### src/hw/cpu_defines.svh
`ifndef CPU_DEFINES_SVH
`define CPU_DEFINES_SVH

// datapath and register file widths
`define CPU_XLEN      32
`define CPU_REG_AW    5

// first fetch address after reset
`define CPU_RESET_PC  32'h0000_0000

// highest register number, no link instruction uses it any more
`define CPU_LINK_REG  31

// instruction field positions
`define CPU_OP_FIELD      31:26
`define CPU_RS_FIELD      25:21
`define CPU_RT_FIELD      20:16
`define CPU_RD_FIELD      15:11
`define CPU_SHAMT_FIELD   10:6
`define CPU_FUNCT_FIELD   5:0
`define CPU_IMM_FIELD     15:0
`define CPU_TARGET_FIELD  25:0

`endif

### src/hw/cpu_pkg.sv
package cpu_pkg;

    // primary opcodes, bits 31:26
    typedef enum logic [5:0] {
        OP_RTYPE = 6'h00,
        OP_J     = 6'h02,
        OP_BEQ   = 6'h04,
        OP_BNE   = 6'h05,
        OP_ADDIU = 6'h09,
        OP_ANDI  = 6'h0c,
        OP_ORI   = 6'h0d,
        OP_LUI   = 6'h0f,
        OP_LW    = 6'h23,
        OP_SW    = 6'h2b
    } opcode_e;

    // funct field of R-type, bits 5:0
    typedef enum logic [5:0] {
        FN_SLL  = 6'h00,
        FN_SRL  = 6'h02,
        FN_ADDU = 6'h21,
        FN_SUBU = 6'h23,
        FN_AND  = 6'h24,
        FN_OR   = 6'h25,
        FN_XOR  = 6'h26,
        FN_SLT  = 6'h2a
    } funct_e;

    typedef enum logic [3:0] {
        ALU_ADD, ALU_SUB,
        ALU_AND, ALU_OR, ALU_XOR,
        ALU_SLT,
        ALU_SLL, ALU_SRL,
        ALU_LUI
    } aluOp_e;

endpackage

### src/hw/instrDecoder.sv
`timescale 1ns/100ps
`include "cpu_defines.svh"

module instrDecoder (
    input  logic [`CPU_XLEN-1:0]    instr_i,
    output cpu_pkg::aluOp_e         aluOp_o,
    output logic                    useImm_o,
    output logic                    regWrite_o,
    output logic                    memRead_o,
    output logic                    memWrite_o,
    output logic                    isBranch_o,
    output logic                    branchNe_o,
    output logic                    isJump_o,
    output logic [`CPU_XLEN-1:0]    imm_o,
    output logic [`CPU_REG_AW-1:0]  destReg_o
);
    logic [15:0] imm16;
    logic        zeroExt;   // andi/ori
    logic        writeRd;   // R-type writes rd, the rest rt
    logic        writes;
    logic        known;

    assign imm16 = instr_i[`CPU_IMM_FIELD];

    always_comb begin
        aluOp_o    = cpu_pkg::ALU_ADD;
        useImm_o   = 1'b0;
        memRead_o  = 1'b0;
        memWrite_o = 1'b0;
        isBranch_o = 1'b0;
        branchNe_o = 1'b0;
        isJump_o   = 1'b0;
        zeroExt    = 1'b0;
        writeRd    = 1'b0;
        writes     = 1'b0;
        known      = 1'b1;
        case (instr_i[`CPU_OP_FIELD])
            cpu_pkg::OP_RTYPE: begin
                writeRd = 1'b1;
                writes  = 1'b1;
                case (instr_i[`CPU_FUNCT_FIELD])
                    cpu_pkg::FN_ADDU: aluOp_o = cpu_pkg::ALU_ADD;
                    cpu_pkg::FN_SUBU: aluOp_o = cpu_pkg::ALU_SUB;
                    cpu_pkg::FN_AND:  aluOp_o = cpu_pkg::ALU_AND;
                    cpu_pkg::FN_OR:   aluOp_o = cpu_pkg::ALU_OR;
                    cpu_pkg::FN_XOR:  aluOp_o = cpu_pkg::ALU_XOR;
                    cpu_pkg::FN_SLT:  aluOp_o = cpu_pkg::ALU_SLT;
                    cpu_pkg::FN_SLL:  aluOp_o = cpu_pkg::ALU_SLL;
                    cpu_pkg::FN_SRL:  aluOp_o = cpu_pkg::ALU_SRL;
                    default:          known = 1'b0;
                endcase
            end
            cpu_pkg::OP_ADDIU: begin
                useImm_o = 1'b1;
                writes   = 1'b1;
            end
            cpu_pkg::OP_ANDI: begin
                aluOp_o  = cpu_pkg::ALU_AND;
                useImm_o = 1'b1;
                zeroExt  = 1'b1;
                writes   = 1'b1;
            end
            cpu_pkg::OP_ORI: begin
                aluOp_o  = cpu_pkg::ALU_OR;
                useImm_o = 1'b1;
                zeroExt  = 1'b1;
                writes   = 1'b1;
            end
            cpu_pkg::OP_LUI: begin
                aluOp_o  = cpu_pkg::ALU_LUI;
                useImm_o = 1'b1;
                writes   = 1'b1;
            end
            cpu_pkg::OP_LW: begin
                useImm_o  = 1'b1;
                memRead_o = 1'b1;
                writes    = 1'b1;
            end
            cpu_pkg::OP_SW: begin
                useImm_o   = 1'b1;
                memWrite_o = 1'b1;
            end
            cpu_pkg::OP_BEQ: isBranch_o = 1'b1;
            cpu_pkg::OP_BNE: begin
                isBranch_o = 1'b1;
                branchNe_o = 1'b1;
            end
            cpu_pkg::OP_J:   isJump_o = 1'b1;
            default:         known = 1'b0;
        endcase
    end

    assign imm_o = zeroExt ? {16'h0000, imm16} : {{16{imm16[15]}}, imm16};
    assign destReg_o = writeRd ? instr_i[`CPU_RD_FIELD] : instr_i[`CPU_RT_FIELD];
    // writes to $0 are dropped here, so no later stage has to check
    assign regWrite_o = writes & known & (destReg_o != '0);

endmodule

### src/hw/regFile.sv
`timescale 1ns/100ps
`include "cpu_defines.svh"

module regFile (
    input  logic                    clk,
    input  logic                    reset_i,
    input  logic                    we_i,
    input  logic [`CPU_REG_AW-1:0]  waddr_i,
    input  logic [`CPU_REG_AW-1:0]  raddrA_i,
    input  logic [`CPU_REG_AW-1:0]  raddrB_i,
    input  logic [`CPU_XLEN-1:0]    wdata_i,
    output logic [`CPU_XLEN-1:0]    rdataA_o,
    output logic [`CPU_XLEN-1:0]    rdataB_o
);
    logic [`CPU_XLEN-1:0] regs [0:`CPU_LINK_REG];

    // $0 reads zero, a write in flight is seen by decode in the same cycle
    function automatic logic [`CPU_XLEN-1:0] readPort(input logic [`CPU_REG_AW-1:0] addr);
        if (addr == '0) begin
            return '0;
        end else if (we_i && addr == waddr_i) begin
            return wdata_i;   // write-before-read
        end
        return regs[addr];
    endfunction

    always_ff @(posedge clk) begin
        if (reset_i) begin
            for (int i = 0; i <= `CPU_LINK_REG; i++) begin
                regs[i] <= '0;
            end
        end else if (we_i && waddr_i != '0) begin
            regs[waddr_i] <= wdata_i;
        end
    end

    assign rdataA_o = readPort(raddrA_i);
    assign rdataB_o = readPort(raddrB_i);

endmodule

### src/hw/alu.sv
`timescale 1ns/100ps
`include "cpu_defines.svh"

module alu (
    input  cpu_pkg::aluOp_e        op_i,
    input  logic [`CPU_XLEN-1:0]   a_i,
    input  logic [`CPU_XLEN-1:0]   b_i,
    input  logic [4:0]             shamt_i,
    output logic [`CPU_XLEN-1:0]   result_o
);
    logic lessThan;

    // slt is signed
    assign lessThan = $signed(a_i) < $signed(b_i);

    always_comb begin
        case (op_i)
            cpu_pkg::ALU_ADD: result_o = a_i + b_i;
            cpu_pkg::ALU_SUB: result_o = a_i - b_i;
            cpu_pkg::ALU_AND: result_o = a_i & b_i;
            cpu_pkg::ALU_OR:  result_o = a_i | b_i;
            cpu_pkg::ALU_XOR: result_o = a_i ^ b_i;
            cpu_pkg::ALU_SLT: begin
                result_o = {{(`CPU_XLEN-1){1'b0}}, lessThan};
            end
            // shifts act on rt, amount from the shamt field
            cpu_pkg::ALU_SLL: result_o = b_i << shamt_i;
            cpu_pkg::ALU_SRL: result_o = b_i >> shamt_i;   // logical
            cpu_pkg::ALU_LUI: result_o = b_i << 16;
            default:          result_o = '0;
        endcase
    end

endmodule

### src/hw/hazardUnit.sv
`timescale 1ns/100ps
`include "cpu_defines.svh"

module hazardUnit (
    input  logic [`CPU_REG_AW-1:0]  rsD_i,
    input  logic [`CPU_REG_AW-1:0]  rtD_i,
    input  logic [`CPU_REG_AW-1:0]  rsE_i,
    input  logic [`CPU_REG_AW-1:0]  rtE_i,
    input  logic [`CPU_REG_AW-1:0]  destE_i,
    input  logic [`CPU_REG_AW-1:0]  destM_i,
    input  logic [`CPU_REG_AW-1:0]  destW_i,
    input  logic                    memReadE_i,
    input  logic                    regWriteM_i,
    input  logic                    regWriteW_i,
    input  logic                    jumpD_i,
    input  logic                    branchTakenE_i,
    input  logic                    iStall_i,
    input  logic                    dStall_i,
    output logic                    stallF_o,
    output logic                    stallD_o,
    output logic                    flushD_o,
    output logic                    flushE_o,
    output logic                    stallAll_o,
    output logic [1:0]              forwardA_o,
    output logic [1:0]              forwardB_o
);
    logic loadUse;

    // 2'b10 from memory, 2'b01 from writeback, memory is younger so it wins
    function automatic logic [1:0] fwdSel(input logic [`CPU_REG_AW-1:0] src);
        if (regWriteM_i && destM_i == src) begin
            return 2'b10;
        end else if (regWriteW_i && destW_i == src) begin
            return 2'b01;
        end
        return 2'b00;
    endfunction

    assign forwardA_o = fwdSel(rsE_i);
    assign forwardB_o = fwdSel(rtE_i);

    assign stallAll_o = iStall_i | dStall_i;
    assign loadUse = memReadE_i && destE_i != '0 && (destE_i == rsD_i || destE_i == rtD_i);

    // load-use holds F and D, E gets a bubble
    assign stallF_o = stallAll_o | loadUse;
    assign stallD_o = stallAll_o | loadUse;
    assign flushE_o = ~stallAll_o & (loadUse | branchTakenE_i);
    // a held jump must not squash itself
    assign flushD_o = ~stallAll_o & (branchTakenE_i | (jumpD_i & ~loadUse));

endmodule

### src/hw/mipsPipeline.sv
`timescale 1ns/100ps
`include "cpu_defines.svh"

module mipsPipeline (
    input  logic                    clk,
    input  logic                    reset_i,
    output logic [`CPU_XLEN-1:0]    instAddr_o,
    output logic                    instEn_o,
    input  logic [`CPU_XLEN-1:0]    instr_i,
    input  logic                    iStall_i,
    output logic                    memEn_o,
    output logic                    memWe_o,
    output logic [`CPU_XLEN-1:0]    memAddr_o,
    output logic [`CPU_XLEN-1:0]    memWdata_o,
    input  logic [`CPU_XLEN-1:0]    memRdata_i,
    input  logic                    dStall_i,
    output logic                    longestStall_o,
    output logic [`CPU_XLEN-1:0]    debugWbPc_o,
    output logic                    debugWbWen_o,
    output logic [`CPU_REG_AW-1:0]  debugWbWnum_o,
    output logic [`CPU_XLEN-1:0]    debugWbWdata_o
);
    logic stallF, stallD, flushD, flushE, stallAll;
    logic [1:0] forwardA, forwardB;

    // fetch
    logic [`CPU_XLEN-1:0] pcF, pcNextF, instrF;
    logic fetchActive;

    // decode
    logic [`CPU_XLEN-1:0] pcD, pcPlus4D, instrD, immD, rdataAD, rdataBD, jumpTargetD;
    logic [`CPU_REG_AW-1:0] destD, rtCheckD;
    cpu_pkg::aluOp_e aluOpD;
    cpu_pkg::opcode_e opD;
    logic useImmD, regWriteD, memReadD, memWriteD, isBranchD, branchNeD, isJumpD;
    logic rtUsedD;

    // execute
    logic [`CPU_XLEN-1:0] pcE, rsValE, rtValE, immE, srcAE, srcBE, aluBE, aluOutE;
    logic [`CPU_XLEN-1:0] branchTargetE;
    logic [`CPU_REG_AW-1:0] rsE, rtE, destE;
    logic [4:0] shamtE;
    cpu_pkg::aluOp_e aluOpE;
    logic useImmE, regWriteE, memReadE, memWriteE, isBranchE, branchNeE, branchTakenE;

    // memory and writeback
    logic [`CPU_XLEN-1:0] pcM, aluOutM, storeDataM, resultM, pcW, resultW;
    logic [`CPU_REG_AW-1:0] destM, destW;
    logic regWriteM, memReadM, memWriteM, regWriteW, wbFire;

    always_ff @(posedge clk) begin
        if (reset_i) begin
            fetchActive <= 1'b0;
            pcF         <= `CPU_RESET_PC;
        end else begin
            fetchActive <= 1'b1;
            if (fetchActive && !stallF) begin   // reset PC is fetched first
                pcF <= pcNextF;
            end
        end
    end

    // taken branch in E beats a jump in D
    assign pcNextF = branchTakenE ? branchTargetE : (isJumpD ? jumpTargetD : pcF + 4);
    assign instAddr_o = pcF;
    assign instEn_o = fetchActive;
    assign instrF = fetchActive ? instr_i : '0;

    always_ff @(posedge clk) begin
        if (reset_i || flushD) begin
            instrD <= '0;   // all zeros decodes as a nop
        end else if (!stallD) begin
            instrD <= instrF;
        end
    end

    always_ff @(posedge clk) begin
        if (!stallD) begin
            pcD <= pcF;
        end
    end

    instrDecoder decoderInst (
        .instr_i(instrD), .aluOp_o(aluOpD), .useImm_o(useImmD), .regWrite_o(regWriteD),
        .memRead_o(memReadD), .memWrite_o(memWriteD), .isBranch_o(isBranchD),
        .branchNe_o(branchNeD), .isJump_o(isJumpD), .imm_o(immD), .destReg_o(destD)
    );

    regFile regFileInst (
        .clk(clk), .reset_i(reset_i), .we_i(wbFire), .waddr_i(destW),
        .raddrA_i(instrD[`CPU_RS_FIELD]), .raddrB_i(instrD[`CPU_RT_FIELD]),
        .wdata_i(resultW), .rdataA_o(rdataAD), .rdataB_o(rdataBD)
    );

    assign pcPlus4D = pcD + 4;
    assign jumpTargetD = {pcPlus4D[31:28], instrD[`CPU_TARGET_FIELD], 2'b00};

    // rt is a source only for R-type, sw and branches
    assign opD = cpu_pkg::opcode_e'(instrD[`CPU_OP_FIELD]);
    assign rtUsedD = opD == cpu_pkg::OP_RTYPE || opD == cpu_pkg::OP_SW ||
                     opD == cpu_pkg::OP_BEQ || opD == cpu_pkg::OP_BNE;
    assign rtCheckD = rtUsedD ? instrD[`CPU_RT_FIELD] : '0;

    always_ff @(posedge clk) begin
        if (reset_i || flushE) begin
            regWriteE <= 1'b0;
            memReadE  <= 1'b0;
            memWriteE <= 1'b0;
            isBranchE <= 1'b0;
        end else if (!stallAll) begin
            regWriteE <= regWriteD;
            memReadE  <= memReadD;
            memWriteE <= memWriteD;
            isBranchE <= isBranchD;
        end
    end

    always_ff @(posedge clk) begin
        if (!stallAll) begin
            pcE       <= pcD;
            rsValE    <= rdataAD;
            rtValE    <= rdataBD;
            immE      <= immD;
            rsE       <= instrD[`CPU_RS_FIELD];
            rtE       <= instrD[`CPU_RT_FIELD];
            shamtE    <= instrD[`CPU_SHAMT_FIELD];
            destE     <= destD;
            aluOpE    <= aluOpD;
            useImmE   <= useImmD;
            branchNeE <= branchNeD;
        end
    end

    assign srcAE = forwardA[1] ? aluOutM : (forwardA[0] ? resultW : rsValE);
    assign srcBE = forwardB[1] ? aluOutM : (forwardB[0] ? resultW : rtValE);
    assign aluBE = useImmE ? immE : srcBE;

    alu aluInst (.op_i(aluOpE), .a_i(srcAE), .b_i(aluBE), .shamt_i(shamtE), .result_o(aluOutE));

    // compare on forwarded operands, not-taken is the default path
    assign branchTakenE = isBranchE & ((srcAE == srcBE) ^ branchNeE);
    assign branchTargetE = pcE + 4 + {immE[`CPU_XLEN-3:0], 2'b00};

    always_ff @(posedge clk) begin
        if (reset_i) begin
            regWriteM <= 1'b0;
            memReadM  <= 1'b0;
            memWriteM <= 1'b0;
        end else if (!stallAll) begin
            regWriteM <= regWriteE;
            memReadM  <= memReadE;
            memWriteM <= memWriteE;
        end
    end

    always_ff @(posedge clk) begin
        if (!stallAll) begin
            pcM        <= pcE;
            aluOutM    <= aluOutE;
            storeDataM <= srcBE;   // forwarded rt for sw
            destM      <= destE;
        end
    end

    assign memEn_o = memReadM | memWriteM;
    assign memWe_o = memWriteM;
    assign memAddr_o = aluOutM;
    assign memWdata_o = storeDataM;
    assign resultM = memReadM ? memRdata_i : aluOutM;

    always_ff @(posedge clk) begin
        if (reset_i) begin
            regWriteW <= 1'b0;
        end else if (!stallAll) begin
            regWriteW <= regWriteM;
        end
    end

    always_ff @(posedge clk) begin
        if (!stallAll) begin
            pcW     <= pcM;
            resultW <= resultM;
            destW   <= destM;
        end
    end

    // W holds while stalled, so the write lands and is reported once
    assign wbFire = regWriteW & ~stallAll;
    assign debugWbWen_o = wbFire;
    assign debugWbPc_o = pcW;
    assign debugWbWnum_o = destW;
    assign debugWbWdata_o = resultW;
    assign longestStall_o = stallAll;

    hazardUnit hazardInst (
        .rsD_i(instrD[`CPU_RS_FIELD]), .rtD_i(rtCheckD), .rsE_i(rsE), .rtE_i(rtE),
        .destE_i(destE), .destM_i(destM), .destW_i(destW), .memReadE_i(memReadE),
        .regWriteM_i(regWriteM), .regWriteW_i(regWriteW), .jumpD_i(isJumpD),
        .branchTakenE_i(branchTakenE), .iStall_i(iStall_i), .dStall_i(dStall_i),
        .stallF_o(stallF), .stallD_o(stallD), .flushD_o(flushD), .flushE_o(flushE),
        .stallAll_o(stallAll), .forwardA_o(forwardA), .forwardB_o(forwardB)
    );

endmodule

### config.mk
export PLATFORM = sky130hd
export DESIGN_NAME = mipsPipeline
export DESIGN_NICKNAME = d
export VERILOG_FILES = /design/src/hw/cpu_pkg.sv /design/src/hw/instrDecoder.sv /design/src/hw/regFile.sv /design/src/hw/alu.sv /design/src/hw/hazardUnit.sv /design/src/hw/mipsPipeline.sv
export VERILOG_INCLUDE_DIRS = /design/src /design/src/hw
export SDC_FILE = /design/constraint.sdc
export NUM_CORES = 2
export LEC_CHECK = 0
export BUFFER_PORTS_ARGS = -buffer_cell sky130_fd_sc_hd__buf_4
export CAP_MARGIN = 20
export CORE_UTILIZATION = 60
export DETAILED_ROUTE_END_ITERATION = 16
export GPL_ROUTABILITY_DRIVEN = 1
export HOLD_SLACK_MARGIN = 0.02
export MAX_ROUTING_LAYER = met4
export PLACE_DENSITY = 0.75
export SYNTH_ARGS = -nofsm -noshare
export SYNTH_HDL_FRONTEND = slang
export SYNTH_HIERARCHICAL = 1
export SYNTH_SLANG_ARGS = --single-unit
### constraint.sdc
create_clock -name clk -period 25.5 [get_ports clk]
set_input_delay 5.1 -clock clk [delete_from_list [all_inputs] [get_ports clk]]
set_output_delay 5.1 -clock clk [all_outputs]
set_load 0.01 [all_outputs]
# Yosys cells after proc, flatten, opt, wreduce, memory -nomap -nowiden
# Memory sizes are Yosys's and may differ from the RTL's. A register that Yosys moved wholly into a read port is not among the register bits.
# Index checks and enable logic that the tools add are counted.
[word_totals]
out_inout_bits = 170
regBits = 414
mem_count = 1
mem_bits_rw = 1024
[op_classes]
eq_ne = 33
magnitude_cmp = 1
mux = 58
n_shift = 2
n_bitwise = 18
add_sub_neg = 6
n_reduce_logical = 32
[memory_table]
columns = ["memory", "depth", "word_bits", "read_ports", "rd_ports_with_merged_regs", "write_ports", "line_no", "rtl"]
rows = [
  ["regFileInst.regs", 32, 32, 2, 2, 32, "regFile.sv:15", "logic [`CPU_XLEN-1:0] regs [0:`CPU_LINK_REG];"],
]
[op_table]
columns = ["operator", "count"]
rows = [
  ["$mux 32", 16],
  ["$pmux 32 s9", 1],
  ["$add 32x3->32 const B", 3],
  ["$add 32x32->32", 2],
  ["$eq 6x6->1 const B", 8],
  ["$eq 5x5->1", 8],
  ["$mux 5", 7],
  ["$and 32x32->32", 1],
  ["$eq 32x32->1", 1],
  ["$lt 32x32->1", 1],
  ["$or 32x32->32", 1],
  ["$reduce_or 32->1", 1],
  ["$shl 32x5->32", 1],
  ["$shr 32x5->32", 1],
  ["$sub 32x32->32", 1],
  ["$xor 32x32->32", 1],
  ["$mux 1", 25],
  ["$eq 6x4->1 const B", 4],
  ["$pmux 3 s7", 1],
  ["$eq 4x3->1 const B", 4],
  ["$pmux 4 s4", 1],
  ["$reduce_bool 5->1", 3],
  ["$eq 6x2->1 const B", 2],
  ["$eq 6x3->1 const B", 2],
  ["19 further kinds", 54],
]

# Depth between registers and ports, before layout
[logic_depth]
ltp_word = 14
ltp_mapped = 22
mapped_depth_nobuf = 18

# Hierarchy
# Netlist, hierarchy kept.
[modules_own_cells]
columns = ["mod", "seq_area_each_um2", "area_each_um2", "cells_per_inst", "n_inst"]
rows = [
  ["regFile", 30749.5, 55246.7, 3745, 1],
  ["mipsPipeline", 12151.7, 19109.6, 1469, 1],
  ["alu", 0.0, 8453.1, 1229, 1],
  ["instrDecoder", 0.0, 638.1, 88, 1],
  ["hazardUnit", 0.0, 407.9, 56, 1],
]

# Worst setup path after synthesis
# OpenSTA, ideal clock, no wires.
[synth_timing]
path_kind = "input to register"
startpoint = "input dStall_i"
endpoint = "register aluOpE[0], enable pin"
setup_slack_ns = 12.890
cell_stages = 4
n_path_buf = 1
required_ns = 24.826
setup_time_ns = 0.674
arrival_time_ns = 11.936
cell_sequence = "nor2_1 -> inv_1 -> clkbuf_1 -> inv_1"
[synth_between]
elab_chain_cells = 1
[synth_lines]
columns = ["element", "line_no", "rtl"]
rows = [
  ["from (decl)", "mipsPipeline.sv:16", "input logic dStall_i,"],
  ["$or 1x1->1", "hazardUnit.sv:42", "assign stallAll_o = iStall_i | dStall_i;"],
  ["named net longestStall_o", "mipsPipeline.sv:17", "output logic longestStall_o,"],
  ["to (signal assigned)", "mipsPipeline.sv:128", "aluOpE <= aluOpD;"],
  ["to (decl)", "mipsPipeline.sv:43", "cpu_pkg::aluOp_e aluOpE;"],
]
# The timed path passes the listed nets, and every way through them passes these cells.
# A chain may end at the register's enable or synchronous reset.

# Worst setup path in the final report
[layout_timing]
startpoint = "input dStall_i"
endpoint = "output debugWbWen_o"
[layout_between]
elab_chain_cells = 3
[layout_lines]
columns = ["element", "line_no", "rtl"]
rows = [
  ["$or 1x1->1", "hazardUnit.sv:42", ""],
  ["$not 1->1", "mipsPipeline.sv:188", "assign wbFire = regWriteW & ~stallAll;"],
  ["$and 1x1->1", "mipsPipeline.sv:188", ""],
  ["to (decl)", "mipsPipeline.sv:19", "output logic debugWbWen_o,"],
]
# No other way between the ends.

==> impl_metrics.py <==
metrics = {
    "min_path": {
        "min_to": "debugWbPc_o[0]$_DFFE_PN_",
        "hp-start": "pcM[0]$_DFFE_PN_",
        "holdPathStages": 0,
        "min_path_type": "reg -> reg",
    },
    "power": {
        "leakagePower_nw": 32.9,
        "power_w": 0.00560,
        "p_per_area_mw_per_mm2": 60.8,
        "peakVddDrop_mv": 0.0769,
    },
    "final_layout": {
        "final_cell_area_mm2": 0.0921,
        "mostFrequentLayoutCells": "edfxtp_1 (1380), and2_1 (1011), mux4_2 (492)",
        "regArea_mm2": 0.0429,
        "area_growth_pct": 9.87,
        "postLayoutCoreUtil_pct": 66.8,
        "layout_commonest_cell": "edfxtp_1",
        "drive_above_1_share_pct": 20.9,
        "multi_input_area_mm2": 0.0379,
        "nets": 6841,
        "fillers": 9975,
    },
    "routing": {
        "wl_met2_um": 130000,
        "drt-total-wl_um": 296000,
        "vias": 61000,
        "wl_met1_um": 106000,
        "first_iter_violations": 10100,
        "wl_met3_um": 42600,
        "wl_per_cell_um": 34.4,
        "routed.top_layer": "met4",
        "viasPerCell": 7.09,
        "drt_first_pass_iters": 7,
        "antenna_left": 0,
        "drc": 0,
    },
    "grt": {
        "first_global_vias": 58200,
        "grt-ovfl-total": 0,
        "grt_start_max_net_pins": 125,
        "grt_util_all_layers_pct": 42.8,
        "grt_antenna_before_repair": 14,
        "grt_pass1_wl_um": 416000,
    },
    "synthesis": {
        "synth_cells": 6587,
        "synthDistinctLibCells": 117,
        "synth_area_mm2": 0.0839,
        "ys_ff_latch": 1453,
        "synthArstFlopShare_pct": 0,
        "synth_ff_type": "edfxtp_1",
        "synth-edff-count": 1380,
        "synth_seq_area_share_pct": 51.2,
        "syn_avg_cell_area_um2": 12.7,
        "synth_warnings": 6,
    },
    "worst_setup_path": {
        "worstReg2RegStart": "debugWbWnum_o[2]$_DFFE_PN_",
        "rr_worst_depth": 20,
        "cp.required_ns": 20.40,
        "worstReg2RegEnd": "memAddr_o[31]$_DFFE_PN_",
        "worst-setup-path-type": "in -> out",
        "crit_arrival_ns": 7.13,
        "worstPathMaxFanout": 13,
        "worstSetupStartpointType": "primary input",
        "cp-end-kind": "output port",
        "reg2reg_setup_slack_ns": 17.95,
    },
    "sta": {
        "rsz0062_at_grt": "no",
        "slew_headroom_pct": 12.5,
        "period_minus_slack_ns": 12.23,
        "finalSetupViolations": 0,
        "max_freq_mhz": 81.8,
        "drv_slew": 0,
        "max_slew.worst_pin.slew_ns": 1.30,
        "timing.hold.ws_ns": 0.406,
        "timing.final.crit_share_pct": 48.0,
        "tns_ns": 0,
        "finClkSkew_ns": 0.0266,
        "hold_violations": 0,
    },
    "cts": {
        "ctsRootBufferMaster": "clkbuf_16",
        "numCtsBuffers": 154,
        "clk_path_buf_depth": 3,
        "htreeDepth": 4,
        "post-cts-setup-buffers": 0,
        "cts_sinks": 1453,
        "cts.hold.buffers_added": 0,
        "worstSkewPairLatency_ns": 0.80,
        "clkSlewWorstSetupHoldPaths_ns": 0.06,
        "cts_resized": 0,
        "tritoncts": "built",
    },
    "floorplanning": {
        "die_w_um": 376,
        "rows": 136,
        "core_mm2": 0.138,
        "ios": 238,
        "initial_core_util_pct": 60.8,
        "fp.dieH_um": 376,
        "die-area_mm2": 0.141,
    },
    "place": {
        "dp_hpwl_um": 194000,
        "portBuffers": 237,
        "placed_area_mm2": 0.0873,
        "gp_congestion": 1.04,
    },
    "outcome": {
        "status": "complete, no violations",
    },
    "run": {
        "cap_violations": 0,
    },
}
worst max-delay path, cell delays in order:
cell     delay (ns)
buf_4          0.11
nor2_1         0.27
inv_1          0.42
nor2b_1        0.96
buf_4          0.26
synthesized netlist by cell type, types with 21 or more instances:
library cell	n	share of area, %
clkbuf_1	412	1.8
mux2i_1	336	4.0
a22oi_1	78	0.70
nand2b_1	21	0.16
xnor2_1	48	0.50
xor2_1	82	0.86
o21ai_0	232	1.4
nand3_1	95	0.57
nand2_1	338	1.5
a221o_1	35	0.42
mux4_2	492	13
buf_4	60	0.54
nor2_1	293	1.3
ha_1	154	2.3
mux2_2	100	1.3
a31oi_1	50	0.37
a21oi_1	212	1.3
buf_2	91	0.54
o211ai_1	71	0.64
o22ai_1	47	0.35
and2_1	1012	7.5
and3_1	52	0.39
a221oi_1	71	0.74
a21o_1	36	0.32
a211o_1	21	0.22
buf_1	23	0.10
nor3_1	64	0.38
dfxtp_1	73	1.7
nor4_1	21	0.16
a211oi_1	42	0.38
nand4_1	28	0.21
o221ai_1	28	0.29
edfxtp_1	1380	49
inv_1	154	0.69
or2_2	39	0.29
registers in the layout, indices dropped and copies added (netlist names), 4 cells and up:
| signal | count |
|---|---|
| rtE | 5 |
| immE | 32 |
| destM | 5 |
| memWdata_o | 32 |
| pcE | 32 |
| destE | 5 |
| debugWbWnum_o | 5 |
| regFileInst/regs | 1024 |
| instrD | 32 |
| aluOpE | 4 |
| pcM | 32 |
| instAddr_o | 32 |
| rtValE | 32 |
| debugWbWdata_o | 32 |
| rsValE | 32 |
| pcD | 32 |
| memAddr_o | 32 |
| shamtE | 5 |
| rsE | 5 |
| debugWbPc_o | 32 |
layout make-up:
class	count	area share, %
Inverter	165	0.690
Clock inverter	71	0.614
Multi-Input combinational cell	4390	41.2
Clock buffer	206	4.52
Tap cell	1863	2.53
Timing Repair Buffer	452	3.85
Antenna cell	14	0.0380
Sequential cell	1453	46.6
worst max-delay path by stage:
stage / start / to / slack [ns] / cells after the start
4_1_cts: dStall_i / debugWbWen_o / 13.32 / 5
3_3_place_gp: dStall_i / debugWbWen_o / 13.35 / 5
6_report: dStall_i / debugWbWen_o / 13.27 / 5
2_1_floorplan: dStall_i / aluOpE[0]$_DFFE_PN_ / 12.89 / 4
5_1_grt: dStall_i / debugWbWen_o / 13.27 / 5
3_5_place_dp: dStall_i / debugWbWen_o / 13.32 / 5
logic make-up (layout without fill, tap and decap cells):
kind of cell	after synthesis	in the layout	synth area share (%)
and+or+nand+nor	2053	2053	13.4
xor gates and xnor gates	130	130	1.36
buffers and inverters	775	894	4.11
AOI/OAI and AO/OA	1059	1059	8.52
muxes	959	959	19.1
DFF	1453	1453	51.2
adders and majority gates	157	157	2.37
other	1	46	0.00447
through the flow:
step | std cells | setup slack [ns]
6_report | 8614 | 13.27
5_1_grt | 8605 | 13.27
4_1_cts | 8594 | 13.32
3_5_place_dp | 8317 | 13.32
3_3_place_gp | 8312 | 13.35
2_1_floorplan | 6618 | 12.89
layer usage:
layer / global-route usage [%] / vias to the layer above
met4: 21.1 / 0
met5: - / -
met2: 61.2 / 4763
met1: 55.7 / 30500
met3: 12.8 / 876
li1: - / 24900
report_power, final:
group / switching, W / internal [W]
logic: 0.000433 / 0.000242
registers: 0.0000724 / 0.00270
clock network: 0.000958 / 0.00119
total: 0.00146 / 0.00414
Power figures use the tool's default switching activity.
